$ cat src/include/sd_defines.svh
`ifndef SD_DEFINES_SVH
`define SD_DEFINES_SVH

`define SD_FRAME_BITS 48      // start + dir + index + arg + crc7 + end
`define SD_ARG_BITS 32
`define SD_ADDR_W 4

// register map with the arg bytes at 0..3
`define SD_REG_CMD 4'd4       // write launches a command
`define SD_REG_RESP_ARG 4'd5  // response bytes 5..8 with the lsb first
`define SD_REG_RESP_IDX 4'd9
`define SD_REG_STATUS 4'd10

`endif

$ cat src/rtl/sd_pkg.sv
`include "sd_defines.svh"

package sd_pkg;

    // one layout for command and response frames with the msb sent first
    typedef struct packed {
        logic start;                   // always 0
        logic dir;                     // 1 = host to card
        logic [5:0] index;
        logic [`SD_ARG_BITS-1:0] arg;
        logic [6:0] crc;
        logic stop;                    // always 1
    } sd_frame_t;

    typedef enum logic [1:0] {
        OWN_NONE,
        OWN_TX,
        OWN_RX
    } line_owner_t;

    // read back as status byte bits 2..0
    typedef struct packed {
        logic busy;
        logic resp_valid;
        logic crc_error;
    } sd_status_t;

endpackage

$ cat src/rtl/sd_cmd_if.sv
`include "sd_defines.svh"

interface sd_cmd_if;

    logic cmd_pending;                 // held until tx_done
    logic [5:0] cmd_index;
    logic [`SD_ARG_BITS-1:0] cmd_arg;
    logic tx_done;                     // one-cycle pulse with the last bit

    modport regs (
        output cmd_pending,
        output cmd_index,
        output cmd_arg,
        input  tx_done
    );

    modport tx (
        input  cmd_pending,
        input  cmd_index,
        input  cmd_arg,
        output tx_done
    );

endinterface

$ cat src/rtl/sd_cmd_host.sv
`include "sd_defines.svh"

module sd_cmd_host (
    input  logic                  clk,
    input  logic                  rst,
    input  logic                  i_cs,
    input  logic [`SD_ADDR_W-1:0] i_addr,
    input  logic [7:0]            i_wdata,
    output logic [7:0]            o_rdata,
    input  logic                  i_sd_cmd,
    output logic                  o_sd_cmd,
    input  logic                  i_sd_dat,
    output logic                  o_sd_dat
);

    logic                    grant_tx;
    logic                    line_free;
    logic                    rx_claim;
    logic                    rx_release;
    logic                    resp_strobe;
    logic [5:0]              resp_index;
    logic [`SD_ARG_BITS-1:0] resp_arg;
    logic                    resp_crc_ok;

    sd_cmd_if cmd_bus ();

    sd_host_regs u_regs (
        .clk           (clk),
        .rst           (rst),
        .i_cs          (i_cs),
        .i_addr        (i_addr),
        .i_wdata       (i_wdata),
        .o_rdata       (o_rdata),
        .cmd           (cmd_bus.regs),
        .i_resp_strobe (resp_strobe),
        .i_resp_index  (resp_index),
        .i_resp_arg    (resp_arg),
        .i_resp_crc_ok (resp_crc_ok)
    );

    sd_line_arbiter u_arb (
        .clk           (clk),
        .rst           (rst),
        .i_cmd_pending (cmd_bus.cmd_pending),
        .i_tx_done     (cmd_bus.tx_done),
        .i_rx_claim    (rx_claim),
        .i_rx_release  (rx_release),
        .o_grant_tx    (grant_tx),
        .o_line_free   (line_free)
    );

    sd_cmd_tx u_tx (
        .clk       (clk),
        .rst       (rst),
        .cmd       (cmd_bus.tx),
        .i_grant   (grant_tx),
        .o_cmd_bit (o_sd_cmd)
    );

    sd_resp_rx u_rx (
        .clk           (clk),
        .rst           (rst),
        .i_line_free   (line_free),
        .i_cmd_bit     (i_sd_cmd),
        .o_claim       (rx_claim),
        .o_release     (rx_release),
        .o_resp_strobe (resp_strobe),
        .o_resp_index  (resp_index),
        .o_resp_arg    (resp_arg),
        .o_resp_crc_ok (resp_crc_ok)
    );

    assign o_sd_dat = 1'b1;  // no data path so i_sd_dat is ignored

endmodule

$ cat src/rtl/sd_cmd_tx.sv
`include "sd_defines.svh"

module sd_cmd_tx import sd_pkg::*; (
    input  logic clk,
    input  logic rst,
    sd_cmd_if.tx cmd,
    input  logic i_grant,
    output logic o_cmd_bit
);

    localparam logic [5:0] LAST_BIT = 6'(`SD_FRAME_BITS - 1);

    typedef enum logic [1:0] {TX_IDLE, TX_CRC, TX_SHIFT} tx_state_t;

    tx_state_t  state;
    logic [5:0] bit_cnt;
    sd_frame_t  frame;
    logic       crc_load;
    logic [6:0] crc;
    logic       crc_valid;

    always_comb begin
        frame.start = 1'b0;
        frame.dir   = 1'b1;
        frame.index = cmd.cmd_index;
        frame.arg   = cmd.cmd_arg;
        frame.crc   = crc;
        frame.stop  = 1'b1;
    end

    sd_crc7 u_crc7 (
        .clk     (clk),
        .rst     (rst),
        .i_load  (crc_load),
        .i_data  ({frame.start, frame.dir, frame.index, frame.arg}),
        .o_crc   (crc),
        .o_valid (crc_valid)
    );

    always_ff @(posedge clk) begin
        if (rst) begin
            state   <= TX_IDLE;
            bit_cnt <= '0;
        end else begin
            case (state)
                TX_IDLE: begin
                    if (i_grant && cmd.cmd_pending) begin
                        state <= TX_CRC;
                    end
                end
                TX_CRC: begin
                    state   <= TX_SHIFT;
                    bit_cnt <= '0;
                end
                TX_SHIFT: begin
                    if (crc_valid) begin                // crc lands one cycle after load
                        if (bit_cnt == LAST_BIT) begin
                            state   <= TX_IDLE;
                            bit_cnt <= '0;
                        end else begin
                            bit_cnt <= bit_cnt + 6'd1;
                        end
                    end
                end
                default: begin
                    state <= TX_IDLE;
                end
            endcase
        end
    end

    assign crc_load    = (state == TX_CRC);
    assign cmd.tx_done = (state == TX_SHIFT) && crc_valid && (bit_cnt == LAST_BIT);
    assign o_cmd_bit   = (state == TX_SHIFT) ? frame[LAST_BIT - bit_cnt] : 1'b1;  // idle high

endmodule

$ cat src/rtl/sd_crc7.sv
`include "sd_defines.svh"

module sd_crc7 (
    input  logic                        clk,
    input  logic                        rst,
    input  logic                        i_load,
    input  logic [`SD_FRAME_BITS-9:0]   i_data,
    output logic [6:0]                  o_crc,
    output logic                        o_valid
);

    logic [6:0] crc_next;
    logic       valid_q;

    // serial x^7 + x^3 + 1 unrolled over the whole head
    always_comb begin
        logic fb;
        crc_next = '0;
        for (int i = `SD_FRAME_BITS - 9; i >= 0; i--) begin
            fb = i_data[i] ^ crc_next[6];
            crc_next = {crc_next[5:0], 1'b0};
            if (fb) begin
                crc_next = crc_next ^ 7'h09;
            end
        end
    end

    always_ff @(posedge clk) begin
        if (rst) begin
            valid_q <= 1'b0;
        end else if (i_load) begin
            valid_q <= 1'b1;
        end
    end

    always_ff @(posedge clk) begin
        if (i_load) begin
            o_crc <= crc_next;
        end
    end

    assign o_valid = valid_q & ~i_load;  // stale while a new head loads

endmodule

$ cat src/rtl/sd_host_regs.sv
`include "sd_defines.svh"

module sd_host_regs import sd_pkg::*; (
    input  logic                    clk,
    input  logic                    rst,
    input  logic                    i_cs,
    input  logic [`SD_ADDR_W-1:0]   i_addr,
    input  logic [7:0]              i_wdata,
    output logic [7:0]              o_rdata,
    sd_cmd_if.regs                  cmd,
    input  logic                    i_resp_strobe,
    input  logic [5:0]              i_resp_index,
    input  logic [`SD_ARG_BITS-1:0] i_resp_arg,
    input  logic                    i_resp_crc_ok
);

    logic [`SD_ARG_BITS-1:0] arg_q;
    logic [5:0]              index_q;
    logic [`SD_ARG_BITS-1:0] resp_arg_q;
    logic [5:0]              resp_idx_q;
    sd_status_t              status;
    logic                    wr_ok;
    logic                    cmd_write;
    logic [`SD_ADDR_W-1:0]   resp_sel;

    assign wr_ok     = i_cs & ~status.busy;  // frame contents frozen while busy
    assign cmd_write = wr_ok && (i_addr == `SD_REG_CMD);
    assign resp_sel  = i_addr - `SD_REG_RESP_ARG;

    always_ff @(posedge clk) begin
        if (wr_ok && (i_addr < `SD_REG_CMD)) begin
            arg_q[8*i_addr[1:0] +: 8] <= i_wdata;
        end
        if (cmd_write) begin
            index_q <= i_wdata[5:0];
        end
        if (i_resp_strobe) begin
            resp_arg_q <= i_resp_arg;
            resp_idx_q <= i_resp_index;
        end
    end

    always_ff @(posedge clk) begin
        if (rst) begin
            status <= '0;
        end else begin
            if (cmd_write) begin
                status.busy       <= 1'b1;
                status.resp_valid <= 1'b0;
                status.crc_error  <= 1'b0;
            end else if (cmd.tx_done) begin
                status.busy <= 1'b0;
            end
            if (i_resp_strobe) begin
                status.resp_valid <= 1'b1;
                status.crc_error  <= ~i_resp_crc_ok;
            end
        end
    end

    assign cmd.cmd_pending = status.busy;
    assign cmd.cmd_index   = index_q;
    assign cmd.cmd_arg     = arg_q;

    always_comb begin
        o_rdata = '0;
        if (i_addr < `SD_REG_CMD) begin
            o_rdata = arg_q[8*i_addr[1:0] +: 8];
        end else if (i_addr == `SD_REG_CMD) begin
            o_rdata = {2'b00, index_q};
        end else if (i_addr < `SD_REG_RESP_IDX) begin
            o_rdata = resp_arg_q[8*resp_sel[1:0] +: 8];
        end else if (i_addr == `SD_REG_RESP_IDX) begin
            o_rdata = {2'b00, resp_idx_q};
        end else if (i_addr == `SD_REG_STATUS) begin
            o_rdata = {5'b00000, status};
        end
    end

endmodule

$ cat src/rtl/sd_line_arbiter.sv
module sd_line_arbiter import sd_pkg::*; (
    input  logic clk,
    input  logic rst,
    input  logic i_cmd_pending,
    input  logic i_tx_done,
    input  logic i_rx_claim,
    input  logic i_rx_release,
    output logic o_grant_tx,
    output logic o_line_free
);

    line_owner_t owner;

    always_ff @(posedge clk) begin
        if (rst) begin
            owner <= OWN_NONE;
        end else begin
            case (owner)
                OWN_NONE: begin
                    if (i_cmd_pending) begin      // cpu command beats a start bit
                        owner <= OWN_TX;
                    end else if (i_rx_claim) begin
                        owner <= OWN_RX;
                    end
                end
                OWN_TX: begin
                    if (i_tx_done) begin
                        owner <= OWN_NONE;
                    end
                end
                OWN_RX: begin
                    if (i_rx_release) begin
                        owner <= OWN_NONE;
                    end
                end
                default: begin
                    owner <= OWN_NONE;
                end
            endcase
        end
    end

    assign o_grant_tx  = (owner == OWN_TX);
    // a waiting command keeps the receiver from claiming
    assign o_line_free = (owner == OWN_NONE) && !i_cmd_pending;

endmodule

$ cat src/rtl/sd_resp_rx.sv
`include "sd_defines.svh"

module sd_resp_rx import sd_pkg::*; (
    input  logic                    clk,
    input  logic                    rst,
    input  logic                    i_line_free,
    input  logic                    i_cmd_bit,
    output logic                    o_claim,
    output logic                    o_release,
    output logic                    o_resp_strobe,
    output logic [5:0]              o_resp_index,
    output logic [`SD_ARG_BITS-1:0] o_resp_arg,
    output logic                    o_resp_crc_ok
);

    localparam logic [5:0] LAST_CAP = 6'(`SD_FRAME_BITS - 2);  // 47 bits after the start bit

    typedef enum logic [1:0] {RX_IDLE, RX_CAPTURE, RX_CHECK} rx_state_t;

    rx_state_t                 state;
    logic [5:0]                bit_cnt;
    logic [`SD_FRAME_BITS-1:0] shreg;
    sd_frame_t                 frame;
    logic                      crc_load;
    logic [6:0]                crc;
    logic                      crc_valid;

    // start bit goes in with the claim so it ends up as bit 47
    always_ff @(posedge clk) begin
        if (o_claim || state == RX_CAPTURE) begin
            shreg <= {shreg[`SD_FRAME_BITS-2:0], i_cmd_bit};
        end
    end

    always_ff @(posedge clk) begin
        if (rst) begin
            state   <= RX_IDLE;
            bit_cnt <= '0;
        end else begin
            case (state)
                RX_IDLE: begin
                    if (o_claim) begin
                        state   <= RX_CAPTURE;
                        bit_cnt <= '0;
                    end
                end
                RX_CAPTURE: begin
                    if (bit_cnt == LAST_CAP) begin
                        state <= RX_CHECK;
                    end else begin
                        bit_cnt <= bit_cnt + 6'd1;
                    end
                end
                RX_CHECK: begin
                    if (crc_valid) begin
                        state <= RX_IDLE;
                    end
                end
                default: begin
                    state <= RX_IDLE;
                end
            endcase
        end
    end

    // the head is complete before the last bit, so the crc is loaded early
    assign crc_load = (state == RX_CAPTURE) && (bit_cnt == LAST_CAP);

    sd_crc7 u_crc7 (
        .clk     (clk),
        .rst     (rst),
        .i_load  (crc_load),
        .i_data  (shreg[`SD_FRAME_BITS-2 -: `SD_FRAME_BITS-8]),
        .o_crc   (crc),
        .o_valid (crc_valid)
    );

    assign frame         = sd_frame_t'(shreg);
    assign o_claim       = (state == RX_IDLE) && i_line_free && !i_cmd_bit;
    assign o_resp_strobe = (state == RX_CHECK) && crc_valid;
    assign o_release     = o_resp_strobe;
    assign o_resp_index  = frame.index;
    assign o_resp_arg    = frame.arg;
    assign o_resp_crc_ok = (crc == frame.crc) && frame.stop;

endmodule

$ cat config.mk
export PLATFORM = sky130hd
export DESIGN_NAME = sd_cmd_host
export DESIGN_NICKNAME = d
export VERILOG_FILES = /design/src/rtl/sd_pkg.sv /design/src/rtl/sd_cmd_if.sv /design/src/rtl/sd_cmd_host.sv /design/src/rtl/sd_cmd_tx.sv /design/src/rtl/sd_crc7.sv /design/src/rtl/sd_host_regs.sv /design/src/rtl/sd_line_arbiter.sv /design/src/rtl/sd_resp_rx.sv
export VERILOG_INCLUDE_DIRS = /design/src /design/src/include
export SDC_FILE = /design/constraint.sdc
export NUM_CORES = 1
export LEC_CHECK = 0
export BUFFER_PORTS_ARGS = -buffer_cell sky130_fd_sc_hd__buf_2
export CAP_MARGIN = 20
export CORE_MARGIN = 2
export CORE_UTILIZATION = 40
export CTS_CLUSTER_DIAMETER = 100
export DETAILED_ROUTE_END_ITERATION = 8
export PLACE_DENSITY = 0.67
export SLEW_MARGIN = 20
export SYNTH_ARGS = -nofsm -noshare
export SYNTH_HDL_FRONTEND = slang
export SYNTH_SLANG_ARGS = --single-unit
$ cat constraint.sdc
create_clock -name clk -period 9.2 [get_ports clk]
set_input_delay 1.84 -clock clk [delete_from_list [all_inputs] [get_ports clk]]
set_output_delay 1.84 -clock clk [all_outputs]
set_load 0.01 [all_outputs]
### Yosys cells after proc, flatten, opt, wreduce, memory -nomap -nowiden

Index checks and enable logic that the tools add are counted.

| cells by class | value |
|---|---|
| eq/ne operators | 22 |
| bitwise gates (word level) | 159 |
| muxes and demuxes | 110 |
| add/subtract/negate cells | 5 |
| reduce and logical (&&, ||, !) cells | 26 |
| magnitude comparators | 3 |
| shift-type cells | 4 |

Operator list:

| cell | number |
|---|---|
| 4-bit two-way mux | 78 |
| 2-bit inverter | 76 |
| 1-bit XOR | 70 |
| 32-bit by 6-bit indexed part select with 8-bit output | 2 |
| 5-bit negation with 34-bit output | 1 |
| 8-bit by 34-bit variable shift with 32-bit output (first input constant) | 1 |
| 8-bit by 34-bit indexed part select with 32-bit output | 1 |
| 32-bit bitwise mux | 1 |
| 8-bit two-way mux | 4 |
| 2-bit two-way mux | 12 |
| 6-bit two-way mux | 4 |
| 6-bit case mux with 2 select lines | 2 |
| 2-bit case mux with 3 select lines | 3 |
| 6-bit by 1-bit adder with 6-bit output (second input constant) | 2 |
| 6-bit == test (second input constant) | 2 |
| 3-bit AND reduction | 4 |
| 1-bit logical AND | 11 |
| 2-bit inequality test (second input constant) | 5 |
| 4-bit == test (second input constant) | 2 |
| 2-bit by 1-bit inequality test with 1-bit output (second input constant) | 4 |
| 2-bit nonzero test | 4 |
| 7-bit == test | 1 |
| 6-bit by 7-bit less-than comparator with 1-bit output (second input constant) | 1 |
| 1-bit binary-select mux with 6-bit select | 1 |
| other kinds (17) | 37 |

| word-level totals | value |
|---|---|
| logic and storage cells | 348 |
| register bits | 160 |
| output and inout bits | 10 |
| bits of input ports | 17 |

### Logic depth before layout (Yosys ltp)

| depth | value |
|---|---|
| word-level depth | 79 |
| depth in mapped cells | 10 |
| depth with buffers taken out | 8 |

### Cells and area by module

A second synthesis with hierarchy kept.

| second synthesis, totals | value |
|---|---|
| cells, all modules | 669 |
| area, all modules | 9172.5 um2 |

By module, submodules not included:

| module | instances | area each (um2) | cells each | seq. area each (um2) |
|---|---|---|---|---|
| sd_host_regs | 1 | 3569.7 | 261 | 2342.2 |
| sd_crc7 | 2 | 1182.4 | 73 | 230.2 |
| sd_resp_rx | 1 | 2247.2 | 151 | 1571.5 |
| sd_cmd_tx | 1 | 884.6 | 100 | 160.2 |
| sd_line_arbiter | 1 | 95.1 | 9 | 40.0 |
| sd_cmd_host | 1 | 11.3 | 2 | 0.0 |

### Least setup slack after synthesis

Ideal clock, no wire load.

| timing | value |
|---|---|
| kind | input-to-output |
| start point | in i_addr[0] |
| end point | out o_rdata[5] |
| required time | 7.360 ns |
| slack | 3.035 ns |
| buffers on the path | 3 |
| data arrival time | 4.325 ns |
| cell stages on the path | 8 |
| path through | clkbuf_1 -> buf_2 -> inv_1 -> ha_1 -> clkbuf_1 -> mux4_2 -> a22o_1 -> a221o_1 |

| on the way | value |
|---|---|
| cells in the longest elaborated chain, start to end | 5 |
| elaborated cells between the ends (all ways) | 11 |
| classes of those cells | add/sub (1); order compare (2); eq/ne (2); shift (2); mux (4) |

Ends and longest elaborated chain:

| item | line | RTL |
|---|---|---|
| from (decl) | sd_cmd_host.sv:7 | `` input logic [`SD_ADDR_W-1:0] i_addr, `` |
| 2-bit by 1-bit subtractor with 2-bit output (no source line) / 4-bit == test (equally long branches) | n/a |  |
| 32-bit by 6-bit indexed part select with 8-bit output / 8-bit two-way mux (equally long branches) | sd_host_regs.sv:72, sd_host_regs.sv:73 |  |
| 8-bit two-way mux | sd_host_regs.sv:71 | `` end else if (i_addr < `SD_REG_RESP_IDX) begin `` |
| 8-bit two-way mux | sd_host_regs.sv:69 | `` end else if (i_addr == `SD_REG_CMD) begin `` |
| 8-bit two-way mux (*) | sd_host_regs.sv:67 | `` if (i_addr < `SD_REG_CMD) begin `` |
| to (decl) | sd_cmd_host.sv:9 | `output logic [7:0] o_rdata,` |

Mark *: on every way between the ends. The rest lies on a longest branch, timed or not.

### Final worst setup path

Same ends and word-level chain as after synthesis.

==> summary.txt <==
Outcome
  • Status: complete, no violations

Worst setup path
  • Worst path most repeated cell: buf_2
  • CP Max Fanout: 22
  • CP Capture Type: output pin
  • Buf/Inv on CP: 3
  • Crit path arrival time: 4440 ps
  • Critical path, cell by cell: buf_2, inv_1, ha_1, mux4_2, a32oi_1, nor2_1, a221o_1, buf_2
  • Critical Path Slowest Stage Cell: ha_1
  • R2r startpoint: u_rx.frame[45]
  • Critical path type: in2out
  • Startpoint types: input pin
  • Worst path max stage delay: 700 ps
  • CP required: 7360 ps
  • Crit path from: i_addr[0]
  • Critical path's top delay family: buffers and inverters

STA
  • Hold slack final: ~470 ps
  • Finish-stage setup viols: 0
  • Slew @ Worst Pin: roughly 1200 ps
  • Clock skew: 11.19 ps
  • Rel. slew slack: between 20% and 30%
  • Period minus WS final: 6276 ps
  • RSZ-0062 raised after global routing: false
  • Achievable frequency: 0.1593 GHz
  • Final Hold Fails: 0
  • Setup TNS: 0 ps
  • Final WS setup: 2924 ps
  • Period utilization: 68.22%
  • Pins Over Slew Limit: 0

Logic synthesis
  • Seq cells post-synth: 160
  • Seq/Total Area, Yosys: 55.91%
  • Post-synth cell types: 56
  • Synth top cells by count: 137 x edfxtp_1, 79 x xnor2_1, 37 x nor2_1
  • Syn nets: 579
  • Synth area leaders: edfxtp_1 50%, xnor2_1 8.5%, mux4_2 7.7%
  • Mapped cell area: 8182 um^2
  • Syn avg cell area: 14.82 um^2
  • Post-synth EDFFs: 137
  • YS warnings: 0
  • Main flop type after synthesis: edfxtp_1
  • Area leader, netlist: edfxtp_1
  • Asr flop ratio synth: 0%
  • Mapped Cells: between 500 and 600
  • Yosys top cell area share: 50.28%
  • Most common cell in the synthesized netlist: edfxtp_1

Global route
  • Total grt overflow: 0
  • Initial antenna violation count: 1
  • Vias in the first global route: 4721
  • First-pass GRT wire length: 27300 um
  • Largest net degree at the start of global routing: 48
  • Total Routing Usage GR: 16.85%

Final layout
  • Nets: 606
  • Layout fillers: 1760
  • Layout cell share with drive strength beyond 1: between 10% and 20%
  • Synth-to-Final Area Change: 12.85%

Floorplanning
  • Die area: about 22000 um^2
  • Chip Width: 147.0 um
  • I/O pins: 27
  • Die Height: 147.0 um
  • Cell row count: 52
  • Core area: 20170 um^2
  • Starting Density: about two fifths

Place
  • Routability congestion estimate from global placement: 0.8208
  • Hpwl dp: 12430 um
  • Buffers added on ports: 24
  • Worst slack, placed: 2823 ps

Drt
  • Vias: 4527
  • Total Routed Length: around 17000 um
  • Antenna Nets Post-Route: 0
  • Initial drt markers: between 300 and 400
  • First-pass DRT Iterations: 4
  • WL/cell: 20.05 um
  • Vias per std cell: 5.246
  • DRC viols: 0

Power
  • Tot Pwr: about 2.9 mW
  • Pwr dens: ~310 nW/um^2
  • Max VDD drop: 562.5 uV
  • Lkg Pwr: 3.273 nW

Clock network
  • CTS root buffer: clkbuf_16
  • CTS tree: done
  • Cts hold-fix bufs: 0
  • Total CTS buffers: 17
  • Worst-Skew Late Latency: 430 ps
  • Post-CTS sizing: 0
  • H-tree depth: 4
  • Clock Tree Buf Depth: 2
  • Clk slew on worst S/H paths: 60 ps
  • Setup Fix Bufs, Post-CTS: 0
  • Num Clock Sinks: 160

Hold path
  • HP Start: u_rx.frame[0]
  • Worst min-delay path category: reg2reg

Job
  • Max-Cap Viols: 0
[metal layers]
metal	share of wire (%)	GRT usage [%]	wire (um)
met2	51	28.40	8811
met3	5.2	4.379	903
met4	1.6	5.481	281
met5	0.092	0	16
met1	42	21.40	7286
[kinds of logic (layout without fill, tap and decap cells)]
group           after synthesis  in the layout  synth area share, %
flops                       160            160                55.91
compound gates               51             51                4.297
simple gates                124            124                8.105
mux                          32             32                8.197
xor+xnor                    141            141                20.32
fa+ha+maj                    10             10                1.529
buf+inv                      33             73                1.590
other cells                   1              2              0.04583
[through the flow]
| stage | instances | util [%] | area [um^2] |
|---|---|---|---|
| finish | 863 | 45.78 | 9233 |
| global route | 862 | 45.76 | 9230 |
| CTS | 862 | 45.76 | 9230 |
| detailed placement | 830 | 42.56 | 8583 |
| global placement | 830 | 42.56 | 8583 |
| floorplan | 552 | - | 8182 |
[sequential cells by signal (all words and copies together), names as in the netlist]
name                    count
u_arb.owner                 2
u_regs.cmd.cmd_arg         32
u_regs.cmd.cmd_index        6
u_regs.cmd.cmd_pending      1
u_regs.resp_arg_q          32
u_regs.resp_idx_q           6
u_regs.status               2
u_rx.bit_cnt                6
u_rx.frame                 47
u_rx.state                  2
u_rx.u_crc7.o_crc           7
u_rx.u_crc7.valid_q         1
u_tx.bit_cnt                6
u_tx.state                  2
u_tx.u_crc7.o_crc           7
u_tx.u_crc7.valid_q         1
[power by group]
group | internal (mW) | total (mW) | switching (mW) | leakage, nW
combinational | 0.592 | 1.09 | 0.499 | 1.52
clock | 0.464 | 0.765 | 0.301 | 0.317
sequential | 0.955 | 1.00 | 0.0481 | 1.44
[layout by cell type, fill, tap and decap left out, drive strengths merged, types with 3 or more instances in the layout]
cell type / synthesis / layout
a32oi: 4 / 4
mux2i: 4 / 4
xnor2: 81 / 81
xor3: 6 / 6
nand2: 11 / 11
o21ai: 5 / 5
xor2: 32 / 32
nor3b: 4 / 4
nor2b: 3 / 3
a21oi: 16 / 16
nand2b: 4 / 4
nor3: 4 / 4
a22o: 3 / 3
inv: 14 / 20
nand3: 9 / 9
edfxtp: 137 / 137
ha: 10 / 10
buf: 4 / 26
a221oi: 3 / 3
clkbuf: 14 / 17
and3: 3 / 3
clkinv: 1 / 6
mux4: 28 / 28
bufinv: 0 / 4
and2: 36 / 36
nor2: 37 / 37
dfxtp: 23 / 23
xnor3: 22 / 22
o22ai: 3 / 3
a221o: 3 / 3
[layout make-up]
type / count / area, um^2 / share of cell area (%)
inverter: 15 / 56.30 / 0.6098
clock inverter: 15 / 221.5 / 2.399
multi-input combinational: 359 / 3480 / 37.69
sequential: 160 / 4574 / 49.55
tap: 270 / 337.8 / 3.659
clock buffer: 17 / 425.4 / 4.608
timing repair buffer: 26 / 135.1 / 1.464
antenna: 1 / 2.502 / 0.02710
[final timing paths]
path,slack (ps),end,cells after the start
worst max-delay path,2920,o_rdata[5],8
worst min-delay path,470,u_rx.frame[1],0
worst max register to register,6460,u_rx.u_crc7.o_crc[0],6
worst min register to register,470,u_rx.frame[1],0
Note: power is estimated with default switching activity, not from simulation.
